### src/rtl/mips_pkg.sv
/*
 * shared constants for the single-cycle mips core
 * widths, reset pc, opcodes and funct codes
 * alu, pc and write-back select encodings
 * instruction word union with r, i and j views
 */

package mips_pkg;

   // datapath and address widths
   localparam int XLEN    = 32;
   localparam int WADDR_W = 30;
   localparam int REG_W   = 5;

   // jal writes the return address here
   localparam logic [REG_W-1:0] REG_RA = 5'd31;

   // start of the text segment, nextpc resets one word later
   localparam logic [XLEN-1:0] TEXT_START = 32'h0040_0000;

   // primary opcodes
   localparam logic [5:0] OP_SPECIAL = 6'h00;
   localparam logic [5:0] OP_J       = 6'h02;
   localparam logic [5:0] OP_JAL     = 6'h03;
   localparam logic [5:0] OP_BEQ     = 6'h04;
   localparam logic [5:0] OP_BNE     = 6'h05;
   localparam logic [5:0] OP_ADDI    = 6'h08;
   localparam logic [5:0] OP_ADDIU   = 6'h09;
   localparam logic [5:0] OP_SLTI    = 6'h0a;
   localparam logic [5:0] OP_ANDI    = 6'h0c;
   localparam logic [5:0] OP_ORI     = 6'h0d;
   localparam logic [5:0] OP_XORI    = 6'h0e;
   localparam logic [5:0] OP_LUI     = 6'h0f;
   localparam logic [5:0] OP_LW      = 6'h23;
   localparam logic [5:0] OP_SW      = 6'h2b;

   // funct field of special instructions
   localparam logic [5:0] FN_SLL     = 6'h00;
   localparam logic [5:0] FN_SRL     = 6'h02;
   localparam logic [5:0] FN_SRA     = 6'h03;
   localparam logic [5:0] FN_JR      = 6'h08;
   localparam logic [5:0] FN_SYSCALL = 6'h0c;
   localparam logic [5:0] FN_ADD     = 6'h20;
   localparam logic [5:0] FN_ADDU    = 6'h21;
   localparam logic [5:0] FN_SUB     = 6'h22;
   localparam logic [5:0] FN_SUBU    = 6'h23;
   localparam logic [5:0] FN_AND     = 6'h24;
   localparam logic [5:0] FN_OR      = 6'h25;
   localparam logic [5:0] FN_XOR     = 6'h26;
   localparam logic [5:0] FN_NOR     = 6'h27;
   localparam logic [5:0] FN_SLT     = 6'h2a;

   // alu operation select
   localparam int ALU_SEL_W = 4;
   localparam logic [ALU_SEL_W-1:0] ALU_ADD = 4'd0;
   localparam logic [ALU_SEL_W-1:0] ALU_SUB = 4'd1;
   localparam logic [ALU_SEL_W-1:0] ALU_AND = 4'd2;
   localparam logic [ALU_SEL_W-1:0] ALU_OR  = 4'd3;
   localparam logic [ALU_SEL_W-1:0] ALU_XOR = 4'd4;
   localparam logic [ALU_SEL_W-1:0] ALU_NOR = 4'd5;
   localparam logic [ALU_SEL_W-1:0] ALU_SLT = 4'd6;
   localparam logic [ALU_SEL_W-1:0] ALU_SLL = 4'd7;
   localparam logic [ALU_SEL_W-1:0] ALU_SRL = 4'd8;
   localparam logic [ALU_SEL_W-1:0] ALU_SRA = 4'd9;
   localparam logic [ALU_SEL_W-1:0] ALU_LUI = 4'd10;

   // source of the value loaded into nextpc
   localparam int PC_SEL_W = 2;
   localparam logic [PC_SEL_W-1:0] PC_SEQ    = 2'd0;
   localparam logic [PC_SEL_W-1:0] PC_BRANCH = 2'd1;
   localparam logic [PC_SEL_W-1:0] PC_JREG   = 2'd2;
   localparam logic [PC_SEL_W-1:0] PC_JUMP   = 2'd3;

   // register write-back source
   localparam int WB_SEL_W = 2;
   localparam logic [WB_SEL_W-1:0] WB_ALU  = 2'd0;
   localparam logic [WB_SEL_W-1:0] WB_MEM  = 2'd1;
   localparam logic [WB_SEL_W-1:0] WB_LINK = 2'd2;

   // one instruction word seen in the three mips formats
   typedef union packed {
      struct packed {
         logic [5:0] op;
         logic [4:0] rs;
         logic [4:0] rt;
         logic [4:0] rd;
         logic [4:0] shamt;
         logic [5:0] funct;
      } r;
      struct packed {
         logic [5:0]  op;
         logic [4:0]  rs;
         logic [4:0]  rt;
         logic [15:0] imm;
      } i;
      struct packed {
         logic [5:0]  op;
         logic [25:0] target;
      } j;
   } instr_t;

endpackage

### src/rtl/mips_decode.sv
/*
 * instruction decoder
 * maps opcode and funct to datapath controls
 * raises a halt request on syscall or unknown encodings
 */

`timescale 1ns/1ps

module mips_decode (
   input  mips_pkg::instr_t                  inst,
   output logic [mips_pkg::ALU_SEL_W-1:0]    alu_sel,
   output logic                              alu_src_imm,
   output logic                              imm_signed,
   output logic                              reg_dst_rd,
   output logic                              reg_we,
   output logic [mips_pkg::WB_SEL_W-1:0]     wb_sel,
   output logic                              mem_we,
   output logic [mips_pkg::PC_SEL_W-1:0]     pc_sel,
   output logic                              branch_ne,
   output logic                              link,
   output logic                              halt_req
);

   always_comb
   begin
      // defaults describe a harmless nop
      alu_sel     = mips_pkg::ALU_ADD;
      alu_src_imm = 1'b0;
      imm_signed  = 1'b1;
      reg_dst_rd  = 1'b0;
      reg_we      = 1'b0;
      wb_sel      = mips_pkg::WB_ALU;
      mem_we      = 1'b0;
      pc_sel      = mips_pkg::PC_SEQ;
      branch_ne   = 1'b0;
      link        = 1'b0;
      halt_req    = 1'b0;

      case (inst.r.op)
         mips_pkg::OP_SPECIAL:
         begin
            // r-type writes rd unless the funct says otherwise
            reg_dst_rd = 1'b1;
            reg_we     = 1'b1;
            case (inst.r.funct)
               mips_pkg::FN_SLL:  alu_sel = mips_pkg::ALU_SLL;
               mips_pkg::FN_SRL:  alu_sel = mips_pkg::ALU_SRL;
               mips_pkg::FN_SRA:  alu_sel = mips_pkg::ALU_SRA;
               // no overflow trap, add behaves as addu
               mips_pkg::FN_ADD,
               mips_pkg::FN_ADDU: alu_sel = mips_pkg::ALU_ADD;
               mips_pkg::FN_SUB,
               mips_pkg::FN_SUBU: alu_sel = mips_pkg::ALU_SUB;
               mips_pkg::FN_AND:  alu_sel = mips_pkg::ALU_AND;
               mips_pkg::FN_OR:   alu_sel = mips_pkg::ALU_OR;
               mips_pkg::FN_XOR:  alu_sel = mips_pkg::ALU_XOR;
               mips_pkg::FN_NOR:  alu_sel = mips_pkg::ALU_NOR;
               mips_pkg::FN_SLT:  alu_sel = mips_pkg::ALU_SLT;
               mips_pkg::FN_JR:
               begin
                  reg_we = 1'b0;
                  pc_sel = mips_pkg::PC_JREG;
               end
               // syscall and unknown funct both stop the core
               default:
               begin
                  reg_we   = 1'b0;
                  halt_req = 1'b1;
               end
            endcase
         end
         mips_pkg::OP_J:
            pc_sel = mips_pkg::PC_JUMP;
         mips_pkg::OP_JAL:
         begin
            pc_sel = mips_pkg::PC_JUMP;
            link   = 1'b1;
            reg_we = 1'b1;
            wb_sel = mips_pkg::WB_LINK;
         end
         // branches compare rs with rt, operand b stays on rt
         mips_pkg::OP_BEQ:
            pc_sel = mips_pkg::PC_BRANCH;
         mips_pkg::OP_BNE:
         begin
            pc_sel    = mips_pkg::PC_BRANCH;
            branch_ne = 1'b1;
         end
         mips_pkg::OP_ADDI,
         mips_pkg::OP_ADDIU:
         begin
            alu_src_imm = 1'b1;
            reg_we      = 1'b1;
         end
         mips_pkg::OP_SLTI:
         begin
            alu_sel     = mips_pkg::ALU_SLT;
            alu_src_imm = 1'b1;
            reg_we      = 1'b1;
         end
         // logic immediates are zero extended
         mips_pkg::OP_ANDI,
         mips_pkg::OP_ORI,
         mips_pkg::OP_XORI:
         begin
            alu_sel     = (inst.i.op == mips_pkg::OP_ANDI) ? mips_pkg::ALU_AND :
                          (inst.i.op == mips_pkg::OP_ORI)  ? mips_pkg::ALU_OR  :
                                                             mips_pkg::ALU_XOR;
            alu_src_imm = 1'b1;
            imm_signed  = 1'b0;
            reg_we      = 1'b1;
         end
         mips_pkg::OP_LUI:
         begin
            alu_sel     = mips_pkg::ALU_LUI;
            alu_src_imm = 1'b1;
            reg_we      = 1'b1;
         end
         // address is rs plus sign extended offset
         mips_pkg::OP_LW:
         begin
            alu_src_imm = 1'b1;
            reg_we      = 1'b1;
            wb_sel      = mips_pkg::WB_MEM;
         end
         mips_pkg::OP_SW:
         begin
            alu_src_imm = 1'b1;
            mem_we      = 1'b1;
         end
         default:
            halt_req = 1'b1;
      endcase
   end

endmodule

### src/rtl/mips_alu.sv
/*
 * integer alu
 * add, sub, logic ops, shifts, signed compare and lui
 * equality flag for beq and bne
 */

`timescale 1ns/1ps

module mips_alu (
   input  logic [mips_pkg::XLEN-1:0]      op_a,
   input  logic [mips_pkg::XLEN-1:0]      op_b,
   input  logic [mips_pkg::REG_W-1:0]     shamt,
   input  logic [mips_pkg::ALU_SEL_W-1:0] alu_sel,
   output logic [mips_pkg::XLEN-1:0]      result,
   output logic                           branch_eq
);

   // always rs against the second operand, branches keep rt there
   assign branch_eq = (op_a == op_b);

   always_comb
   begin
      case (alu_sel)
         mips_pkg::ALU_ADD: result = op_a + op_b;
         mips_pkg::ALU_SUB: result = op_a - op_b;
         mips_pkg::ALU_AND: result = op_a & op_b;
         mips_pkg::ALU_OR:  result = op_a | op_b;
         mips_pkg::ALU_XOR: result = op_a ^ op_b;
         mips_pkg::ALU_NOR: result = ~(op_a | op_b);
         // signed compare for slt and slti
         mips_pkg::ALU_SLT:
         begin
            result = {{(mips_pkg::XLEN-1){1'b0}}, ($signed(op_a) < $signed(op_b))};
         end
         // shifts move rt by the shamt field
         mips_pkg::ALU_SLL: result = op_b << shamt;
         mips_pkg::ALU_SRL: result = op_b >> shamt;
         mips_pkg::ALU_SRA: result = $signed(op_b) >>> shamt;
         // immediate goes to the upper half
         mips_pkg::ALU_LUI: result = {op_b[15:0], 16'h0000};
         default:           result = '0;
      endcase
   end

endmodule

### src/rtl/mips_regfile.sv
/*
 * 32 x 32 register file
 * two combinational reads, one write port
 */

`timescale 1ns/1ps

module mips_regfile (
   input  logic                       clk,
   input  logic [mips_pkg::REG_W-1:0] rs_addr,
   input  logic [mips_pkg::REG_W-1:0] rt_addr,
   input  logic [mips_pkg::REG_W-1:0] rd_addr,
   input  logic [mips_pkg::XLEN-1:0]  rd_data,
   input  logic                       we,
   output logic [mips_pkg::XLEN-1:0]  rs_data,
   output logic [mips_pkg::XLEN-1:0]  rt_data
);

   logic [mips_pkg::XLEN-1:0] regs [32];

   // writes to r0 are dropped
   always_ff @(posedge clk)
   begin
      if (we && (rd_addr != '0))
         regs[rd_addr] <= rd_data;
   end

   // r0 reads as zero whatever the array holds
   assign rs_data = (rs_addr == '0) ? '0 : regs[rs_addr];
   assign rt_data = (rt_addr == '0) ? '0 : regs[rt_addr];

endmodule

### src/rtl/mips_fetch.sv
/*
 * pc and nextpc registers giving one delay slot
 * next-pc selection with branch and jump targets
 * halted flag and the write qualifier
 */

`timescale 1ns/1ps

module mips_fetch (
   input  logic                          clk,
   input  logic                          rst_b,
   input  mips_pkg::instr_t              inst,
   input  logic [mips_pkg::PC_SEL_W-1:0] pc_sel,
   input  logic                          branch_ne,
   input  logic                          branch_eq,
   input  logic [mips_pkg::XLEN-1:0]     rs_data,
   input  logic                          halt_req,
   output logic [mips_pkg::XLEN-1:0]     pc,
   output logic [mips_pkg::XLEN-1:0]     link_addr,
   output logic                          halted,
   output logic                          run
);

   logic [mips_pkg::XLEN-1:0] nextpc;
   logic [mips_pkg::XLEN-1:0] nextpc_d;
   logic [mips_pkg::XLEN-1:0] branch_target;
   logic [mips_pkg::XLEN-1:0] jump_target;
   logic                      taken;

   // writes of this cycle are allowed only while running
   assign run = ~halted & ~halt_req;

   // return address skips the delay slot
   assign link_addr = pc + 32'd8;

   // offset counts words from the delay slot
   assign branch_target = pc + 32'd4 + {{14{inst.i.imm[15]}}, inst.i.imm, 2'b00};
   assign jump_target   = {pc[31:28], inst.j.target, 2'b00};

   // beq wants eq, bne wants not eq
   assign taken = branch_eq ^ branch_ne;

   always_comb
   begin
      case (pc_sel)
         mips_pkg::PC_BRANCH: nextpc_d = taken ? branch_target : nextpc + 32'd4;
         mips_pkg::PC_JREG:   nextpc_d = rs_data;
         mips_pkg::PC_JUMP:   nextpc_d = jump_target;
         default:             nextpc_d = nextpc + 32'd4;
      endcase
   end

   // the delay slot in nextpc always executes before the target
   always_ff @(posedge clk or negedge rst_b)
   begin
      if (!rst_b)
      begin
         pc     <= mips_pkg::TEXT_START;
         nextpc <= mips_pkg::TEXT_START + 32'd4;
         halted <= 1'b0;
      end
      else
      begin
         if (run)
         begin
            pc     <= nextpc;
            nextpc <= nextpc_d;
         end
         // sticky until reset
         if (halt_req)
            halted <= 1'b1;
      end
   end

endmodule

### src/rtl/mips_core.sv
/*
 * single-cycle mips core top level
 * decode, alu, register file and fetch
 * immediate, operand, destination and write-back muxes
 */

`timescale 1ns/1ps

module mips_core (
   input  logic                         clk,
   input  logic                         rst_b,
   input  logic [mips_pkg::XLEN-1:0]    inst,
   input  logic [mips_pkg::XLEN-1:0]    mem_rdata,
   output logic [mips_pkg::WADDR_W-1:0] inst_addr,
   output logic [mips_pkg::WADDR_W-1:0] mem_addr,
   output logic [mips_pkg::XLEN-1:0]    mem_wdata,
   output logic                         mem_we,
   output logic                         halted
);

   mips_pkg::instr_t                inst_w;
   logic [mips_pkg::ALU_SEL_W-1:0]  alu_sel;
   logic                            alu_src_imm;
   logic                            imm_signed;
   logic                            reg_dst_rd;
   logic                            reg_we;
   logic [mips_pkg::WB_SEL_W-1:0]   wb_sel;
   logic                            dec_mem_we;
   logic [mips_pkg::PC_SEL_W-1:0]   pc_sel;
   logic                            branch_ne;
   logic                            link;
   logic                            halt_req;
   logic [mips_pkg::XLEN-1:0]       rs_data;
   logic [mips_pkg::XLEN-1:0]       rt_data;
   logic [mips_pkg::XLEN-1:0]       imm_ext;
   logic [mips_pkg::XLEN-1:0]       op_b;
   logic [mips_pkg::XLEN-1:0]       alu_result;
   logic                            branch_eq;
   logic [mips_pkg::REG_W-1:0]      dest;
   logic [mips_pkg::XLEN-1:0]       wb_data;
   logic [mips_pkg::XLEN-1:0]       pc;
   logic [mips_pkg::XLEN-1:0]       link_addr;
   logic                            run;

   assign inst_w = inst;

   // sign or zero extension of the 16-bit immediate
   assign imm_ext = imm_signed ? {{16{inst_w.i.imm[15]}}, inst_w.i.imm}
                               : {16'h0000, inst_w.i.imm};
   assign op_b    = alu_src_imm ? imm_ext : rt_data;

   // jal always targets the link register
   assign dest = link       ? mips_pkg::REG_RA :
                 reg_dst_rd ? inst_w.r.rd      : inst_w.i.rt;

   always_comb
   begin
      case (wb_sel)
         mips_pkg::WB_MEM:  wb_data = mem_rdata;
         mips_pkg::WB_LINK: wb_data = link_addr;
         default:           wb_data = alu_result;
      endcase
   end

   // word addresses toward the memory
   assign inst_addr = pc[31:2];
   assign mem_addr  = alu_result[31:2];
   assign mem_wdata = rt_data;
   // no store once halting
   assign mem_we    = dec_mem_we & run;

   mips_decode u_decode (
      .inst(inst_w), .alu_sel(alu_sel), .alu_src_imm(alu_src_imm),
      .imm_signed(imm_signed), .reg_dst_rd(reg_dst_rd), .reg_we(reg_we),
      .wb_sel(wb_sel), .mem_we(dec_mem_we), .pc_sel(pc_sel),
      .branch_ne(branch_ne), .link(link), .halt_req(halt_req)
   );

   mips_alu u_alu (
      .op_a(rs_data), .op_b(op_b), .shamt(inst_w.r.shamt), .alu_sel(alu_sel),
      .result(alu_result), .branch_eq(branch_eq)
   );

   mips_regfile u_regfile (
      .clk(clk), .rs_addr(inst_w.r.rs), .rt_addr(inst_w.r.rt), .rd_addr(dest),
      .rd_data(wb_data), .we(reg_we & run), .rs_data(rs_data), .rt_data(rt_data)
   );

   mips_fetch u_fetch (
      .clk(clk), .rst_b(rst_b), .inst(inst_w), .pc_sel(pc_sel),
      .branch_ne(branch_ne), .branch_eq(branch_eq), .rs_data(rs_data),
      .halt_req(halt_req), .pc(pc), .link_addr(link_addr), .halted(halted),
      .run(run)
   );

endmodule

### config.mk
export PLATFORM = sky130hd
export DESIGN_NAME = mips_core
export DESIGN_NICKNAME = d
export VERILOG_FILES = /design/src/rtl/mips_pkg.sv /design/src/rtl/mips_decode.sv /design/src/rtl/mips_alu.sv /design/src/rtl/mips_regfile.sv /design/src/rtl/mips_fetch.sv /design/src/rtl/mips_core.sv
export SDC_FILE = /design/constraint.sdc
export NUM_CORES = 2
export LEC_CHECK = 0
export BUFFER_PORTS_ARGS = -buffer_cell sky130_fd_sc_hd__buf_2
export CORE_ASPECT_RATIO = 2
export CORE_MARGIN = 2
export CORE_UTILIZATION = 25
export CTS_BUF_LIST = sky130_fd_sc_hd__clkbuf_4 sky130_fd_sc_hd__clkbuf_8
export DETAILED_ROUTE_END_ITERATION = 12
export GPL_TIMING_DRIVEN = 1
export PLACE_DENSITY = 0.36
export SLEW_MARGIN = 40
export SYNTH_ARGS = -nofsm -noshare
export SYNTH_HDL_FRONTEND = slang
export SYNTH_HIERARCHICAL = 1
export SYNTH_SLANG_ARGS = --single-unit
### constraint.sdc
create_clock -name clk -period 15.87 [get_ports clk]
set_input_delay 2.3805 -clock clk [delete_from_list [all_inputs] [get_ports clk]]
set_output_delay 2.3805 -clock clk [all_outputs]
set_load 0.005 [all_outputs]
-- Word level (Yosys, flattened, before mapping)
Memory sizes are Yosys's and may differ from the RTL's.
Cells that the tools add are included.
- register bits: 65
- output and inout port bits: 94
- memories: 1
- RAM bits: 1024
- bitwise gates (word level): 10
- magnitude comparators: 1
- reduce and logical (&&, ||, !) cells: 16
- add/subtract/negate cells: 6
- multiplexer cells: 28
- shifts and indexed selects: 3
- equal/unequal tests: 41
- memory list (memory ; words ; width ; read ports ; clocked after memory_dff ; wr ports ; RTL line ; source):
    u_regfile.regs ; 32 ; 32 ; 2 ; 0 ; 1 ; mips_regfile.sv:19 ; logic [mips_pkg::XLEN-1:0] regs [32];
- operators with widths (kind ; count):
    32-bit one-hot mux with 11 select lines ; 1
    32-bit two-way mux ; 5
    32-bit one-hot mux with 3 select lines ; 1
    6-bit equality test (second input constant) ; 11
    32-bit by 3-bit adder with 32-bit output (second input constant) ; 2
    32-bit adder ; 2
    32-bit one-hot mux with 2 select lines ; 1
    6-bit by 4-bit equality test with 1-bit output (second input constant) ; 8
    4-bit one-hot mux with 9 select lines ; 1
    32-bit by 4-bit adder with 32-bit output (second input constant) ; 1
    32-bit bitwise AND ; 1
    32-bit equality test ; 1
    32-bit less-than comparator ; 1
    32-bit NOT ; 1
    32-bit OR ; 1
    32-bit by 5-bit left shift with 32-bit output ; 1
    32-bit by 5-bit right shift with 32-bit output ; 1
    32-bit by 5-bit >>> shifter with 32-bit output ; 1
    32-bit subtractor ; 1
    32-bit bitwise XOR ; 1
    13-bit OR reduction ; 2
    6-bit by 2-bit equality test with 1-bit output (second input constant) ; 4
    9-bit OR reduction ; 2
    4-bit by 3-bit equality test with 1-bit output (second input constant) ; 4
    other kinds (26) ; 50

-- Depth between registers and ports, before layout
- depth after elaboration: 10
- mapped depth: 26
- mapped depth without buffers: 19

-- Modules after synthesis
The synthesis kept the hierarchy.
- modules (own cells, without submodules) (module ; times used ; area each (um^2) ; cells each):
    mips_regfile ; 1 ; 47929.7 ; 2564
    mips_alu ; 1 ; 9447.8 ; 1379
    mips_fetch ; 1 ; 5962.0 ; 732
    mips_core ; 1 ; 1139.8 ; 180
    mips_decode ; 1 ; 420.4 ; 68

-- Least setup slack after synthesis
Ideal clock, no wire load.
- path type: input-to-output
- start point: input port inst[18] (netlist name)
- end point: output port mem_addr[27] (netlist name)
- arrival time: 6653 ps
- required time: 13490 ps
- path slack: 6837 ps
- path buffers: 4
- stages on the path: 21
- cells stage by stage: buf_4 or3_1 buf_2 clkbuf_1 o221ai_1 a221oi_1 a211oi_1 inv_1 o21ai_0 inv_1 ha_1 clkbuf_1 nand2_1 nor4b_1 nand3_1 o211ai_1 a41oi_1 o31ai_1 a31oi_1 xnor2_1 o21ai_1
- elaborated cells on any way between the ends: 14
- RTL lines (what ; RTL line ; source):
    start: declaration ; mips_core.sv:12 ; input logic [mips_pkg::XLEN-1:0] inst,
    memory read 32 x 32 bit / 5-bit zero test (equally long branches) ; -- ;
    32-bit two-way mux * ; mips_regfile.sv:30 ; assign rt_data = (rt_addr == '0) ? '0 : regs[rt_addr];
    via mem_wdata, one bit ; mips_core.sv:16 ; output logic [mips_pkg::XLEN-1:0] mem_wdata,
    32-bit two-way mux * ; mips_core.sv:50 ; assign op_b = alu_src_imm ? imm_ext : rt_data;
    via op_b, one bit ; mips_core.sv:36 ; logic [mips_pkg::XLEN-1:0] op_b;
    32-bit subtractor, or another cell as far along ; mips_alu.sv:25 ; mips_pkg::ALU_SUB: result = op_a - op_b;
    32-bit one-hot mux with 11 select lines * ; mips_alu.sv:23 ; case (alu_sel)
    end: declaration ; mips_core.sv:15 ; output logic [mips_pkg::WADDR_W-1:0] mem_addr,
Mark *: on every way through the listed nets, which the timed path passes. The rest lies on a longest branch.

-- Worst setup path in the final report
- start point: input port inst[18] (netlist name)
- end point: output port mem_addr[22] (netlist name)
- elaborated cells on any way between the ends: 14
- RTL lines (what ; RTL line):
    memory read 32 x 32 bit / 5-bit zero test (equally long branches) ; --
    32-bit two-way mux * ; mips_regfile.sv:30
    32-bit two-way mux * ; mips_core.sv:50
    via op_b, one bit ; mips_core.sv:36
    32-bit subtractor, or another cell as far along ; mips_alu.sv:25
    32-bit one-hot mux with 11 select lines * ; mips_alu.sv:23
Marks and branches as above.

==> run metrics <==
status finished clean; critical path class input pin to output pin; worst reg2reg startpoint u_regfile/regs[25][0]; # IOs 160; post-route ant nets 0; Register Area 32400 sq um; FF-to-FF setup slack 8830 ps; post-DP HPWL 237000 microns; clk slew on worst S/H paths 50 ps; pwr dens 112 nW/um^2; CP required 13490 ps; Layout area overhead 15.4%; CTS H-Tree Depth 4; CP Capture Point mem_addr[22]; DR WL/cell 39.9 microns; Final nets 5392; overall power 8.38 mW; crit path max fanout 88; Worst-Margin Slew 1030 ps; initial antenna violation count 41; Multi-input gate area 31000 sq um; setup bufs post-CTS 0; TritonCTS clock tree yes; via count 49360; critical path data arrival time 9680 ps; Slew Limit Fails 0; CP endpoint kind output pin; CP Launch Type input pin; Worst Setup SP inst[18]; CORE AREA 258000 sq um; Hold Path Class flip-flop to flip-flop; Final Setup Violations 0; DR vias/cell 5.64; initial core utilization 25.1%; synthesized cell area 64900 sq um; Die ar. 264000 sq um; clock buffer depth 4; global-route wire length before repair 461000 microns; DRT iter0 DRCs 4516; reg2reg end u_regfile/regs[2][0]; num rows 264; DRC 0; Leakage 26.1 nW; Die Span Y 724 microns; PortBufs 159; clock period minus worst slack 12060 ps; Fill cells 26409; GPL Wtd Cong 0.997; Root Driver clkbuf_8; WL final 349000 microns; Synth Area per Inst 13.2 sq um; RSZ-0062 raised after global routing no; synthesized instance count 4921; highest clock rate 82.9 MHz; Reg2Reg Depth 20; first drt pass iteration count 6; CTS Sinks 1089; fin crit share 76.0%; slew margin rel. 30.8%; worst vdd ir 0.0655 mV; endpoints failing hold 0; Post-CTS Hold Fix Bufs 0; Setup TNS Final 0 ps; insertion delay to the later sink of the worst-skew pair 950 ps; share of layout cells above drive strength 1 25.6%; number of global-route vias before repair 50837; largest net degree at the start of global routing 98; max-cap viol count 0; die width 364 microns; clock skew 98.7 ps; GRT Util Overall 26.0%; CTS buffer count 175; yosys synthesis warning count 6; Overflow after GRT 0; post-cts sizing count 0
cell type report:
cell class | instances | area share, %
Sequential cell | 1089 | 43.3
Timing Repair Buffer | 420 | 4.16
Inverter | 136 | 0.685
Clock inverter | 71 | 0.911
Multi-Input combinational cell | 3339 | 41.5
Clock buffer | 221 | 3.70
Antenna cell | 16 | 0.0535
Tap cell | 3458 | 5.78
worst max-delay path: stages:
cell	delay [ps]
buf_8	350
buf_12	560
or3_4	660
buf_4	560
o221ai_1	220
a221oi_2	280
a211oi_1	220
mux2_2	530
buf_4	280
ha_1	250
fa_1	430
nor2_1	160
o21ai_0	190
a21oi_1	770
nor4b_1	170
o21a_1	210
nor2_1	360
o21ba_2	190
a32oi_1	50
or4_1	500
buf_2	160
where the power goes:
| part | switching, mW | internal, mW | leakage (nW) | total [mW] |
|---|---|---|---|---|
| Clock | 1.22 | 1.36 | 1.80 | 2.58 |
| Sequential | 0.0209 | 3.51 | 10.1 | 3.53 |
| Combinational | 1.64 | 0.627 | 14.2 | 2.27 |
metrics by stage:
| step | instance area, sq um | worst slack [ps] | hold slack (ps) | std cells | util [%] |
|---|---|---|---|---|---|
| 6_report | 74900 | 3810 | 482 | 8750 | 29.0 |
| 4_1_cts | 74700 | 4010 | 475 | 8727 | 28.9 |
| 2_1_floorplan | 65000 | 6840 | 439 | 4952 | - |
| 3_5_place_dp | 71300 | 4000 | 461 | 8435 | 27.6 |
| 3_3_place_gp | 70800 | 3770 | 456 | 8414 | 27.4 |
| 5_1_grt | 74800 | 3780 | 500 | 8739 | 29.0 |
layer usage:
metal	share of wire, %	GRT usage (%)	vias to the layer above
met5	0.063	0	-
met2	51	46.5	2162
met3	5.7	5.43	920
li1	-	-	20245
met4	9.7	21.9	32
met1	33	25.6	26001
cell usage in the layout (no fill, tap or decap), types with 36 or more instances in the layout:
master    instances
clkbuf_8        177
ha_1            158
nor3_1           49
inv_1           130
nor2b_1          61
a221oi_1         67
nor2_1          177
mux2i_1         408
buf_2           149
nand2_1         383
mux4_1           54
mux4_2          329
clkinv_1         36
clkbuf_4         45
a211oi_1         83
a21oi_1         194
a22oi_1         107
buf_4           229
mux2_2          116
edfxtp_1       1024
o21ai_0         213
nand4_1          51
nand3_1          61
dfrtp_1          62
o221ai_1         75
xnor2_1          42
worst min-delay path by stage:
stage | to | start | slack (ps) | depth (start not counted)
after floorplan | u_fetch/pc[0] | u_fetch/nextpc[0] | 440 | 2
after global placement | u_fetch/pc[0] | u_fetch/nextpc[0] | 460 | 2
after detailed placement | u_fetch/pc[0] | u_fetch/nextpc[0] | 460 | 2
after CTS | u_fetch/pc[1] | u_fetch/nextpc[1] | 470 | 2
after global routing | u_fetch/pc[1] | u_fetch/nextpc[1] | 500 | 2
final | u_fetch/pc[1] | u_fetch/nextpc[1] | 480 | 2
sequential cells by signal (all words and copies together) (netlist names):
register / count
u_fetch/halted: 1
u_fetch/nextpc: 32
u_regfile/regs: 1024
u_fetch/pc: 32
Note: power is estimated with default switching activity, not from simulation.
